### src/flags_rename_pkg.sv
// Flags rename entry widths and constants.
// Sizes of the rename bundle, retire ports and read ports, and reserved indices.
`default_nettype none

package flags_rename_pkg;

  localparam int TAG_W      = 9;
  localparam int FUNIT_W    = 10;
  localparam int ARCH_IDX_W = 4;

  // Producer tag, the free register number.
  typedef logic [TAG_W-1:0] tag_t;

  typedef logic [FUNIT_W-1:0] funit_t;      // Functional-unit code.
  typedef logic [ARCH_IDX_W-1:0] arch_idx_t; // Architectural source index.

  localparam int NEW_SLOTS  = 3; // Rename bundle slots.
  localparam int RET_PORTS  = 3;
  localparam int READ_PORTS = 2;
  localparam int THREADS    = 2;

  // Source indices that read the committed entry.
  localparam arch_idx_t FLAGS_IDX         = 4'd14;
  localparam arch_idx_t FLAGS_RETIRED_IDX = 4'd13;

  localparam funit_t RESET_FUNIT = 10'd9; // Unit code held after reset.

endpackage

`default_nettype wire
### src/flags_bus_pkg.sv
// Flags rename bus structs.
// Write slot, retire port and stored entry layouts.
`default_nettype none

package flags_bus_pkg;

  // One rename bundle slot.
  typedef struct packed {
    logic                      wen;
    flags_rename_pkg::tag_t    tag;
    flags_rename_pkg::funit_t  funit;
  } new_slot_t;

  // One retire port.
  typedef struct packed {
    logic                      wen;
    flags_rename_pkg::tag_t    tag;
  } ret_port_t;

  // Flags entry as stored and as returned to readers.
  typedef struct packed {
    flags_rename_pkg::tag_t    tag;
    flags_rename_pkg::funit_t  funit;
    logic                      retired; // Producer has left the window.
  } flags_entry_t;

endpackage

`default_nettype wire

### src/flags_rename_table.sv
// Flags rename table top.
// Write arbiter, per-thread entry buffer and the read ports.
`timescale 1ns/10ps
`default_nettype none

module flags_rename_table (
  input  logic                                                           clk,
  input  logic                                                           rst,
  input  logic                                                           read_en,
  input  logic                                                           read_thread,
  input  flags_rename_pkg::arch_idx_t [flags_rename_pkg::READ_PORTS-1:0] read_addr,
  input  logic                                                           write_thread,
  input  flags_bus_pkg::new_slot_t [flags_rename_pkg::NEW_SLOTS-1:0]     new_slots,
  input  logic                                                           ret_thread,
  input  flags_bus_pkg::ret_port_t [flags_rename_pkg::RET_PORTS-1:0]     ret_ports,
  input  logic                                                           retire_all,
  output flags_bus_pkg::flags_entry_t [flags_rename_pkg::READ_PORTS-1:0] read_result,
  output flags_bus_pkg::flags_entry_t                                    committed
);

  logic                        write_valid;
  flags_bus_pkg::flags_entry_t write_data;
  flags_bus_pkg::flags_entry_t committed_int;

  flags_write_arbiter i_arbiter (
    .new_slots   (new_slots),
    .write_valid (write_valid),
    .write_data  (write_data)
  );

  flags_entry_buf i_entry_buf (
    .clk          (clk),
    .rst          (rst),
    .write_thread (write_thread),
    .write_valid  (write_valid),
    .write_data   (write_data),
    .ret_thread   (ret_thread),
    .ret_ports    (ret_ports),
    .retire_all   (retire_all),
    .read_en      (read_en),
    .read_thread  (read_thread),
    .committed    (committed_int)
  );

  // One read port per source operand.
  for (genvar k = 0; k < flags_rename_pkg::READ_PORTS; k++)
  begin : g_read_port
    flags_read_port i_read_port (
      .clk         (clk),
      .rst         (rst),
      .read_en     (read_en),
      .read_addr   (read_addr[k]),
      .new_slots   (new_slots),
      .committed   (committed_int),
      .read_result (read_result[k])
    );
  end

  assign committed = committed_int;

endmodule

`default_nettype wire

### src/flags_read_port.sv
// Flags read port.
// Registers a source index and returns the committed entry or a bundle bypass.
`timescale 1ns/10ps
`default_nettype none

module flags_read_port (
  input  logic                                                        clk,
  input  logic                                                        rst,
  input  logic                                                        read_en,
  input  flags_rename_pkg::arch_idx_t                                 read_addr,
  input  flags_bus_pkg::new_slot_t [flags_rename_pkg::NEW_SLOTS-1:0] new_slots,
  input  flags_bus_pkg::flags_entry_t                                 committed,
  output flags_bus_pkg::flags_entry_t                                 read_result
);

  flags_rename_pkg::arch_idx_t addr_q;

  always_ff @(posedge clk)
  begin
    if (rst)
    begin
      addr_q <= '0;
    end
    else if (read_en)
    begin
      addr_q <= read_addr;
    end
  end

  // Index j below the slot count bypasses slot j, enabled or not.
  always_comb
  begin
    read_result = '0;
    if (addr_q == flags_rename_pkg::FLAGS_IDX)
    begin
      read_result = committed;
    end
    else if (addr_q == flags_rename_pkg::FLAGS_RETIRED_IDX)
    begin
      read_result         = committed;
      read_result.retired = 1'b1; // Caller knows the producer is done.
    end
    else
    begin
      for (int j = 0; j < flags_rename_pkg::NEW_SLOTS; j++)
      begin
        if (addr_q == flags_rename_pkg::arch_idx_t'(j))
        begin
          read_result.tag   = new_slots[j].tag;
          read_result.funit = new_slots[j].funit;
        end
      end
    end
  end

endmodule

`default_nettype wire

### src/flags_entry_buf.sv
// Flags entry buffer.
// Per-thread producer tag, unit and retired bit, with retire matching
// and the registered read thread.
`timescale 1ns/10ps
`default_nettype none

module flags_entry_buf (
  input  logic                                                        clk,
  input  logic                                                        rst,
  input  logic                                                        write_thread,
  input  logic                                                        write_valid,
  input  flags_bus_pkg::flags_entry_t                                 write_data,
  input  logic                                                        ret_thread,
  input  flags_bus_pkg::ret_port_t [flags_rename_pkg::RET_PORTS-1:0]  ret_ports,
  input  logic                                                        retire_all,
  input  logic                                                        read_en,
  input  logic                                                        read_thread,
  output flags_bus_pkg::flags_entry_t                                 committed
);

  flags_bus_pkg::flags_entry_t entries [flags_rename_pkg::THREADS];
  flags_bus_pkg::flags_entry_t entry_d [flags_rename_pkg::THREADS];

  logic [flags_rename_pkg::THREADS-1:0] ret_match;  // Some retire port hits this tag.
  logic [flags_rename_pkg::THREADS-1:0] write_sel;
  logic [flags_rename_pkg::THREADS-1:0] retire_sel;
  logic                                 read_thread_q;

  // Compare every enabled retire port against each thread's stored tag.
  always_comb
  begin
    ret_match = '0;
    for (int t = 0; t < flags_rename_pkg::THREADS; t++)
    begin
      for (int p = 0; p < flags_rename_pkg::RET_PORTS; p++)
      begin
        if (ret_ports[p].wen && (ret_ports[p].tag == entries[t].tag))
        begin
          ret_match[t] = 1'b1;
        end
      end
    end
  end

  always_comb
  begin
    for (int t = 0; t < flags_rename_pkg::THREADS; t++)
    begin
      write_sel[t]  = write_valid && (write_thread == 1'(t));
      retire_sel[t] = (ret_thread == 1'(t)) && (retire_all || ret_match[t]);
    end
  end

  // A write to a thread beats a retire to the same thread.
  always_comb
  begin
    for (int t = 0; t < flags_rename_pkg::THREADS; t++)
    begin
      entry_d[t] = entries[t];
      if (write_sel[t])
      begin
        entry_d[t] = write_data;
      end
      else if (retire_sel[t])
      begin
        entry_d[t].retired = 1'b1;
      end
    end
  end

  always_ff @(posedge clk)
  begin
    if (rst)
    begin
      for (int t = 0; t < flags_rename_pkg::THREADS; t++)
      begin
        entries[t].tag     <= '0;
        entries[t].funit   <= flags_rename_pkg::RESET_FUNIT;
        entries[t].retired <= 1'b1; // Architectural state.
      end
      read_thread_q <= 1'b0;
    end
    else
    begin
      for (int t = 0; t < flags_rename_pkg::THREADS; t++)
      begin
        entries[t] <= entry_d[t];
      end
      if (read_en)
      begin
        read_thread_q <= read_thread;
      end
    end
  end

  assign committed = entries[read_thread_q];

endmodule

`default_nettype wire

### src/flags_write_arbiter.sv
// Flags write arbiter.
// Puts the youngest writing bundle slot onto the single entry write path.
`timescale 1ns/10ps
`default_nettype none

module flags_write_arbiter (
  input  flags_bus_pkg::new_slot_t [flags_rename_pkg::NEW_SLOTS-1:0] new_slots,
  output logic                                                        write_valid,
  output flags_bus_pkg::flags_entry_t                                 write_data
);

  logic [flags_rename_pkg::NEW_SLOTS-1:0] slot_wen;

  always_comb
  begin
    for (int i = 0; i < flags_rename_pkg::NEW_SLOTS; i++)
    begin
      slot_wen[i] = new_slots[i].wen;
    end
  end

  assign write_valid = |slot_wen;

  // Later slots override earlier ones, so the highest index wins.
  always_comb
  begin
    write_data = '0;
    for (int i = 0; i < flags_rename_pkg::NEW_SLOTS; i++)
    begin
      if (slot_wen[i])
      begin
        write_data.tag   = new_slots[i].tag;
        write_data.funit = new_slots[i].funit;
      end
    end
    write_data.retired = 1'b0; // Fresh producer.
  end

endmodule

`default_nettype wire

### config.mk
export PLATFORM = sky130hd
export DESIGN_NAME = flags_rename_table
export DESIGN_NICKNAME = d
export VERILOG_FILES = /design/src/flags_rename_pkg.sv /design/src/flags_bus_pkg.sv /design/src/flags_rename_table.sv /design/src/flags_read_port.sv /design/src/flags_entry_buf.sv /design/src/flags_write_arbiter.sv
export SDC_FILE = /design/constraint.sdc
export NUM_CORES = 1
export LEC_CHECK = 0
export BUFFER_PORTS_ARGS = -buffer_cell sky130_fd_sc_hd__buf_4
export CORE_ASPECT_RATIO = 1.75
export CORE_MARGIN = 8
export CORE_UTILIZATION = 30
export CTS_BUF_LIST = sky130_fd_sc_hd__clkbuf_4 sky130_fd_sc_hd__clkbuf_8
export CTS_CLUSTER_DIAMETER = 200
export DETAILED_ROUTE_END_ITERATION = 16
export MAX_ROUTING_LAYER = met4
export SLEW_MARGIN = 20
export SYNTH_ARGS = -nofsm -noshare
export SYNTH_HDL_FRONTEND = slang
export SYNTH_SLANG_ARGS = --single-unit
export TNS_END_PERCENT = 50
### constraint.sdc
create_clock -name clk -period 1.4 [get_ports clk]
set_clock_uncertainty 0.1 [all_clocks]
set_input_delay 0.07 -clock clk [delete_from_list [all_inputs] [get_ports clk]]
set_output_delay 0.07 -clock clk [all_outputs]
set_load 0.01 [all_outputs]
==> metrics.txt, run 1 <==
status=finished with violations; failing checks=setup timing; Hold Crit Start=read_thread; r2r setup slk=-320 ps; Clock Latency Late Sink=320 ps; worst r2r path cells=6; number of global-route vias before repair=5309; hold_ws=28.7 ps; DRC errors left=0; crit path kind=flip-flop to primary output; final setup violating endpoints=62; Mapped Cells=525; Final Cycle Share=141%; Area growth, synth to finish=69.5%; cts bufs inserted=5; post-synthesis cell type count=34; Vias=5109; Core Box Area=12900 µm²; placed cell area=6100 µm²; CTS tree=yes; Initial Util=30.7%; RSZ-0062 raised after global routing=yes; Max Slew Vio Count=0; worst vdd ir=0.440 mV; Die W=103 µm; chip height=168 µm; # IOs=165; Post-synth EDFFs=0; htree depth=2; Final Worst Setup Slack=-570 ps; Nets=880; R2R Path End=i_entry_buf.entries[0][0]; DRT iter0 DRCs=492; dpl cells=909; Mapped Area=3970 µm²; global route overflow=0; Final Hold Viols=0; crit path launch type=flip-flop; Leakage=0.00317 µW; Worst Path Max Fanout=7; drt wl/cell=19.3 µm; Worst Max-Slew Pin Slew=511 ps; PwrDens=693 nW/µm²; largest net degree at the start of global routing=50; synthesis-stage register bit count=50; FILL cells=1270; Slew HR=65.9%; synth top area cells=dfxtp_1 (25%), xor2_1 (11%), a222oi_1 (9.6%); Critical Path RT=1230 ps; Syn Area/Cell=7.56 µm²; gp weighted congestion=0.918; FF-to-FF Start=i_entry_buf.entries[0][15]; DIE AREA=17300 µm²; Arr. time, crit path=1800 ps; clock sink total=50; clock-pin slew on the worst setup and hold paths=100 ps; DPL Wire Length=14200 µm; Cell Rows=55; router iterations before antenna repair=10; Min Clock Period, post-route=1970 ps; hold crit path type=primary input to flip-flop; share of cells above drive strength 1=44.1%; Setup crit end kind=primary output; f_max=508 MHz; Antenna diodes=0; CTS Buffer Depth=2; Syn. warnings=0; hold depth=3; final core utilization=52.0%; global-route wire length before repair=27900 µm; post-route ant nets=0; GRT Util Overall=21.1%; Post-Layout Cell Count=947; top_reg_cell synth=dfxtp_1; post-synth net total=630; overall routed net length=18300 µm; CTS Root Cell=clkbuf_8; initial antenna violation count=0; final instance area=6730 µm²; maxcap violations=0; asr flop ratio synth=0%; PortBufs=164; Seq/Total Area, Yosys=25.2%; largest area contributor in the netlist=dfxtp_1; Avg Vias per Cell=5.39; post-synth top area share=25.2%
==> critical path, stage by stage (launching register included) <==
cell      delay [ps]
dfxtp_4          370
buf_4            110
nor2b_4           30
nor3b_4          150
buf_6            140
buf_4            130
a222oi_1         290
o21ai_1          110
buf_4            160
==> Yosys cell counts (all sizes together) (4+ instances only) <==
| library cell | n |
|---|---|
| nand2 | 90 |
| a21oi | 64 |
| dfxtp | 50 |
| o21ai | 50 |
| xor2 | 48 |
| a222oi | 38 |
| clkbuf | 30 |
| mux2i | 28 |
| nor2 | 22 |
| buf | 19 |
| inv | 19 |
| and3b | 17 |
| nor4 | 14 |
| xnor2 | 6 |
| a211o | 5 |
| nor2b | 5 |
| nand4 | 4 |
| nor3b | 4 |
==> how the worst max path moves through the flow <==
stage / start / end / cells past startpoint
after global routing: g_read_port[1].i_read_port.addr_q[0] / read_result[27] / 6
after floorplan: g_read_port[0].i_read_port.addr_q[2] / read_result[10] / 5
after CTS: g_read_port[0].i_read_port.addr_q[1] / read_result[12] / 6
after detailed placement: g_read_port[1].i_read_port.addr_q[0] / read_result[32] / 5
final: g_read_port[1].i_read_port.addr_q[0] / read_result[31] / 8
after global placement: g_read_port[1].i_read_port.addr_q[0] / read_result[27] / 5
==> report_power, final <==
part           internal, µW  leakage, µW  switching (µW)
Clock                   354    0.0000484             511
Sequential             1510     0.000417            92.0
Combinational          1170      0.00271            1020
==> registers in the layout, indices dropped and copies added, names as in the netlist, named ones only <==
name and flops:
i_entry_buf.read_thread_q 1, i_entry_buf.entries 40, g_read_port.i_read_port.addr_q 8
==> area by class of cell <==
| class | instances | area, µm² | share of cell area, % |
|---|---|---|---|
| Inverter | 19 | 73.8 | 1.10 |
| Clock buffer | 5 | 68.8 | 1.02 |
| Sequential cell | 50 | 1030 | 15.3 |
| Timing Repair Buffer | 292 | 2510 | 37.3 |
| Multi-Input combinational cell | 407 | 2810 | 41.8 |
| Clock inverter | 3 | 20.0 | 0.298 |
| Tap cell | 171 | 214 | 3.18 |
==> placed cells by master, fill, tap and decap left out, types with 2 or more instances in the layout <==
master and count:
a211o_1 5, a21oi_1 62, a21oi_2 2, a222oi_1 38
and3b_1 17, buf_12 13, buf_4 234, buf_6 35
clkbuf_8 5, dfxtp_1 37, dfxtp_2 9, dfxtp_4 4
dlygate4sd3_1 10, inv_1 10, inv_2 8, inv_4 2
mux2i_1 22, mux2i_2 3, mux2i_4 3, nand2_1 90
nand3b_1 2, nand4_1 4, nor2_1 21, nor2b_4 4
nor3b_4 4, nor4_1 7, nor4_2 5, nor4_4 2
o21ai_0 8, o21ai_1 42, o21bai_2 2, xnor2_1 6
xor2_1 47
==> what timing repair did <==
action,in CTS,in global routing
hold buffers,10,0
gates cloned,1,1
pin swaps,21,22
buffers inserted,14,7
setup endpoints to repair,62,77
hold endpoints to repair,10,0
resized for setup,60,36
==> metrics by stage <==
step	worst slack (ps)	setup TNS (ps)	power [µW]
detailed placement	-646	-16360	3590
global placement	-579	-14730	3560
global route	-640	-28170	4900
CTS	-553	-23560	4590
finish	-570	-23510	4660
floorplan	-91.4	-1850	2500
==> metal layers <==
metal / global-route usage (%) / routed length [µm]
met1: 22.6 / 6770
met4: 6.90 / 500
met2: 38.1 / 9730
met3: 2.68 / 1260
met5: - / 0
==> cells by family after synthesis <==
family	count (synthesis)	synth area share [%]
AOI/OAI and AO/OA	162	26.1
and+or+nand+nor	162	21.7
buffers and inverters	68	7.69
xor gates and xnor gates	54	11.9
DFF	50	25.2
muxes	29	7.35
Note: power is estimated with default switching activity, not from simulation.
==> run 2, diff against run 1 <==
==> constraint.sdc (replaced) <==
create_clock -name clk -period 1.4 [get_ports clk]
set_clock_uncertainty 0.1 [all_clocks]
set_input_delay 0.21 -clock clk [delete_from_list [all_inputs] [get_ports clk]]
set_output_delay 0.21 -clock clk [all_outputs]
set_load 0.01 [all_outputs]
==> run 2 against run 1 <==
  * The flow still finishes with violations (setup timing)
  * Utilization shrank 0.45 points
  * First-iteration DRC count shrank 16%
  * Final area shrank 0.87%
  * Maximum frequency shrank 11%
  * Critical path depth is the same
  * Die area is the same
  * Global-route usage shrank 0.18 points
  * Clock power shrank 0.9%
  * Non-clock buffer count grew 8
  * Critical path type unchanged
==> metrics.txt, run 2 (synthesized netlist as in run 1, its figures left out) <==
PortBufs=164 (unchanged); crit path kind=flip-flop to primary output; hold depth=3 (unchanged); Post-Layout Cell Count=954 (+0.74%); Worst Max-Slew Pin Slew=812 ps (+301 ps); hold crit path type=primary input to flip-flop; PwrDens=696 nW/µm² (+0.45%); clock-pin slew on the worst setup and hold paths=90 ps (about the same); r2r setup slk=-310 ps (about the same); overall routed net length=18300 µm (+0.28%); Final Hold Viols=0 (unchanged); met2 GRT Util=37.3% (-0.79 points); DPL Wire Length=14400 µm (+1.4%); Core Box Area=12900 µm² (unchanged); router iterations before antenna repair=7 (-3); hold_ws=30.8 ps (+2.07 ps); worst vdd ir=0.380 mV (-14%); M1 GR Usage=21.1% (-1.5 points); Die W=103 µm (unchanged); Arr. time, crit path=1910 ps (+110 ps); number of global-route vias before repair=5442 (+2.5%); drt wl/cell=19.2 µm (-0.46%); CTS tree=yes; gp weighted congestion=0.893 (-2.7%); FF-to-FF Start=i_entry_buf.entries[0][14]; CTS Buffer Depth=2 (unchanged); Nets=888 (+0.91%); largest net degree at the start of global routing=50 (unchanged); most frequent cells in the layout=buf_4 (255), nand2_1 (90), a21oi_1 (62); commonest non-fill, non-tap cell in the layout=buf_4; Min Clock Period, post-route=2220 ps (+252 ps); worst r2r path cells=6 (unchanged); final setup violating endpoints=62 (unchanged); Final Cycle Share=159% (+18 points); failing checks=setup timing; clock sink total=50 (unchanged); Setup crit end kind=primary output; Leakage=0.00317 µW (about the same); chip height=168 µm (unchanged); initial antenna violation count=0 (unchanged); Critical Path RT=1090 ps (-140 ps); final instance area=6670 µm² (-0.87%); Initial Util=30.7% (unchanged); status=finished with violations; DIE AREA=17300 µm² (unchanged); dpl cells=928 (+2.1%); # IOs=165 (unchanged); Avg Vias per Cell=5.30 (-1.7%); DRC errors left=0 (unchanged); largest reg by FF count=i_entry_buf.entries; CTS Root Cell=clkbuf_8; Max Slew Vio Count=0 (unchanged); crit path launch type=flip-flop; Vias=5057 (-1.0%); DRT iter0 DRCs=412 (-16%); Worst Path Max Fanout=5 (-2); post-route ant nets=0 (unchanged); biggest regs=i_entry_buf.entries x40, g_read_port.i_read_port.addr_q x8, i_entry_buf.read_thread_q x1; cts bufs inserted=5 (unchanged); Clock Latency Late Sink=310 ps (about the same); Antenna diodes=0 (unchanged); Final Worst Setup Slack=-823 ps (-252 ps); gr busiest metal=met2; share of cells above drive strength 1=45.8% (+1.8 points); placed cell area=6160 µm² (+1.1%); R2R Path End=i_entry_buf.entries[0][0]; f_max=450 MHz (-11%); RSZ-0062 raised after global routing=yes; global route overflow=0 (unchanged); met3 usage=2.60% (-0.083 points); maxcap violations=0 (unchanged); Hold Crit Start=read_addr[1]; htree depth=2 (unchanged); global-route wire length before repair=27600 µm (-1.1%); FILL cells=1307 (+2.9%); Cell Rows=55 (unchanged); Hold Buf Count CTS=0 (-10); Area growth, synth to finish=68.0%; GRT Util Overall=20.9% (-0.18 points); sink of the worst hold path=g_read_port[0].i_read_port.addr_q[1]; Slew HR=45.6% (-20 points); max reg flops=40 (unchanged)
[run 2: changes by cell type in the layout (fill, tap and decap cells not counted), sizes merged]
cell         previous run  this run
buf                   282       300
dlygate4sd3            10         0
clkinv                  2         0
clkbuf                  5         6
[run 2: through the flow]
stage	total power [µW]	worst slack (ps)	TNS, ps	utilization, %
final	4640	-823	-33810	51.5
after global routing	4880	-900	-38600	51.5
after floorplan	2500	-230	-7650	-
after detailed placement	3610	-696	-25170	47.6
after CTS	4580	-772	-34160	50.3
after global placement	3570	-660	-23350	47.6
[run 2: cell type report]
| type | count | area, µm² | share of cell area [%] |
|---|---|---|---|
| clock inverters | 1 | 6.26 | 0.0938 |
| inverters | 19 | 71.3 | 1.07 |
| repair buffers | 300 | 2470 | 37.0 |
| flip-flops and latches | 50 | 1030 | 15.5 |
| well taps | 171 | 214 | 3.21 |
| multi-input cells | 407 | 2800 | 42.0 |
| clock buffers | 6 | 76.3 | 1.14 |
[run 2: where the power goes]
| group | switching [µW] | internal (µW) |
|---|---|---|
| Sequential | 88.3 | 1510 |
| Clock | 492 | 365 |
| Combinational | 1020 | 1160 |
| Total | 1600 | 3030 |
[run 2: worst max path at each step]
stage	from	end	slack (ps)	cells after the start
2_1_floorplan	g_read_port[0].i_read_port.addr_q[2]	read_result[10]	-230	5
3_3_place_gp	g_read_port[1].i_read_port.addr_q[0]	read_result[32]	-660	5
3_5_place_dp	g_read_port[1].i_read_port.addr_q[0]	read_result[27]	-700	5
4_1_cts	g_read_port[1].i_read_port.addr_q[1]	read_result[33]	-770	7
5_1_grt	g_read_port[1].i_read_port.addr_q[1]	read_result[34]	-900	8
6_report	g_read_port[1].i_read_port.addr_q[1]	read_result[22]	-820	8
[run 2: repair_timing]
| item | 4_1_cts | 5_1_grt |
|---|---|---|
| cloned | 2 | 2 |
| resized for setup | 74 | 24 |
| pin swaps | 4 | 9 |
| buffers inserted | 9 | 9 |
| setup endpoints to repair | 62 | 62 |
[run 2: critical path, stage by stage, from the launching register on]
cell      delay (ps)
dfxtp_4          350
buf_6            110
nor2b_4          120
nor3b_4          160
buf_4            130
buf_6            120
a222oi_1         310
o21ai_1          130
buf_4            160
[run 2: routing by layer]
layer,up-vias,wire length (µm)
met4,0,883
met1,2333,6770
met5,-,0
met2,252,9660
li1,2417,-
met3,55,1010
==> run 3, diff against run 2 <==
Settings changed: CTS_CLUSTER_DIAMETER 200 to 100.
Clock period 1.4 ns to 2.1 ns, I/O delays scaled along.
==> run 3 against run 2 <==
  * The run still ends with setup timing left
  * Combinational power decreased by 44%
  * Global-route usage shrank 0.54 points
  * Critical path depth decreased by 1
  * Sequential cell count is the same
==> metrics.txt, run 3 (synthesized netlist as in run 1, its figures left out) <==
Final Cycle Share=106%; Avg Vias per Cell=5.47 (+3.2%); commonest non-fill, non-tap cell in the layout=buf_4; largest net degree at the start of global routing=50 (unchanged); initial antenna violation count=0 (unchanged); Arr. time, crit path=1820 ps (-90 ps); gp weighted congestion=0.989 (+11%); pre-CTS WS=-157 ps (+539 ps); largest reg by FF count=i_entry_buf.entries; clock sink total=50 (unchanged); Worst Max-Slew Pin Slew=845 ps (+32.3 ps); chip height=168 µm (unchanged); CTS tree=yes; Max stage delay on crit path=330 ps (-20 ps); router iterations before antenna repair=7 (unchanged); CTS Root Cell=clkbuf_8; Final Hold Viols=0 (unchanged); post-route ant nets=0 (unchanged); hold crit path type=primary input to flip-flop; final instance area=5780 µm² (-13%); status=finished with violations; maxcap violations=0 (unchanged); clock-pin slew on the worst setup and hold paths=90 ps (about the same); Critical Path RT=1680 ps (+590 ps); hold depth=3 (unchanged); Min Clock Period, post-route=2230 ps; Worst Path Max Fanout=13 (+8); FF-to-FF Start=i_entry_buf.entries[0][15]; DIE AREA=17300 µm² (unchanged); share of cells above drive strength 1=34.2% (-12 points); PwrDens=518 nW/µm² (-26%); r2r setup slk=310 ps (+620 ps); crit path kind=flip-flop to primary output; worst vdd ir=0.286 mV (-25%); worst r2r path cells=5 (-1); Nets=796 (-10%); Hold Buf Count CTS=0 (unchanged); biggest regs=i_entry_buf.entries x40, g_read_port.i_read_port.addr_q x8, i_entry_buf.read_thread_q x1; Initial Util=30.7% (unchanged); overall routed net length=17200 µm (-6.3%); DRT iter0 DRCs=486 (+18%); sink of the worst hold path=g_read_port[0].i_read_port.addr_q[0]; Antenna diodes=0 (unchanged); Slew HR=43.4% (-2.2 points); RSZ-0062 raised after global routing=yes; Clock Latency Late Sink=310 ps (about the same); worst setup path startpoint=g_read_port[0].i_read_port.addr_q[1]; DRC errors left=0 (unchanged); hold_ws=138 ps (+107 ps); # IOs=165 (unchanged); Critical Path, Cell by Cell=buf_6 > nor2b_4 > nor3b_4 > buf_12 > a222oi_1 > o21ai_1 > buf_4; CP max stage cell=dfxtp_2; Area growth, synth to finish=45.6%; Cell Rows=55 (unchanged); Core Box Area=12900 µm² (unchanged); final core utilization=44.7% (-6.8 points); global-route wire length before repair=26500 µm (-3.9%); setup TNS=-1860 ps (+31960 ps); CTS Buffer Depth=2 (unchanged); Leakage=0.00272 µW (-14%); cts bufs inserted=5 (unchanged); f_max=448 MHz; final setup violating endpoints=38 (-39%); htree depth=2 (unchanged); max reg flops=40 (unchanged); most frequent cells in the layout=buf_4 (194), nand2_1 (90), a21oi_1 (64); DPL Wire Length=13500 µm (-6.9%); Final Worst Setup Slack=-130 ps (+692 ps); global route overflow=0 (unchanged); Max Slew Vio Count=0 (unchanged); Vias=4719 (-6.7%); failing checks=setup timing; crit path launch type=flip-flop; Die W=103 µm (unchanged); Setup crit end kind=primary output; drt wl/cell=19.9 µm (+3.6%); placed cell area=5510 µm² (-11%); Hold Crit Start=read_addr[0]; R2R Path End=i_entry_buf.entries[0][0]; GRT Util Overall=20.3% (-0.54 points); number of global-route vias before repair=4912 (-9.7%); PortBufs=164 (unchanged)
[run 3: changes by cell type in the layout (fill, tap and decap cells not counted), sizes merged]
| cell | change |
|---|---|
| bufinv | +1 |
| buf | -92 |
| clkinv | +1 |
| clkbuf | -1 |
[run 3: area by class of cell]
type                    count  area [µm²]
clock inverters             3        43.8
repair buffers            208        1660
multi-input cells         407        2720
flip-flops and latches     50        1010
inverters                  19        71.3
clock buffers               5        68.8
fillers                  1353        7160
well taps                 171         214
[run 3: worst max path at each step]
stage                            endpoint  slack, ps  cells after the start
after detailed placement  read_result[33]       -160                      5
after floorplan           read_result[27]        330                      4
final                     read_result[13]       -130                      7
after global placement    read_result[13]       -290                      4
after global routing      read_result[13]       -240                      7
after CTS                 read_result[13]       -190                      7
[run 3: critical path: cells and delay by family (launching register included)]
kind / cells / cell delay, ps
buffers and inverters: 3 / 450
AO/OA/AOI/OAI: 2 / 440
AND/OR/NAND/NOR: 2 / 270
flip-flops: 1 / 330
[run 3: repair_timing]
item	CTS	global route
pin swaps	3	16
endpoints found under the setup margin	39	42
gates cloned	1	0
buffers inserted	7	2
resized for setup	27	14
[run 3: power by group]
group / switching (µW) / total, µW / internal, µW / leakage [µW]
clock: 346 / 704 / 357 / 0.0000585
sequential: 62.5 / 1070 / 1010 / 0.000413
combinational: 616 / 1220 / 602 / 0.00225
[run 3: metal layers]
metal | up-vias | routed length [µm] | global-route usage (%)
li1 | 2232 | - | -
met1 | 2209 | 6330 | 21.2
met2 | 246 | 9130 | 36.2
met3 | 32 | 1250 | 3.68
met4 | 0 | 454 | 8.04
met5 | - | 0 | -
[run 3: through the flow]
stage / std cells / power [µW]
global placement: 845 / 2230
global route: 863 / 3150
detailed placement: 846 / 2260
CTS: 862 / 3000
finish: 863 / 2990
floorplan: 525 / 1650
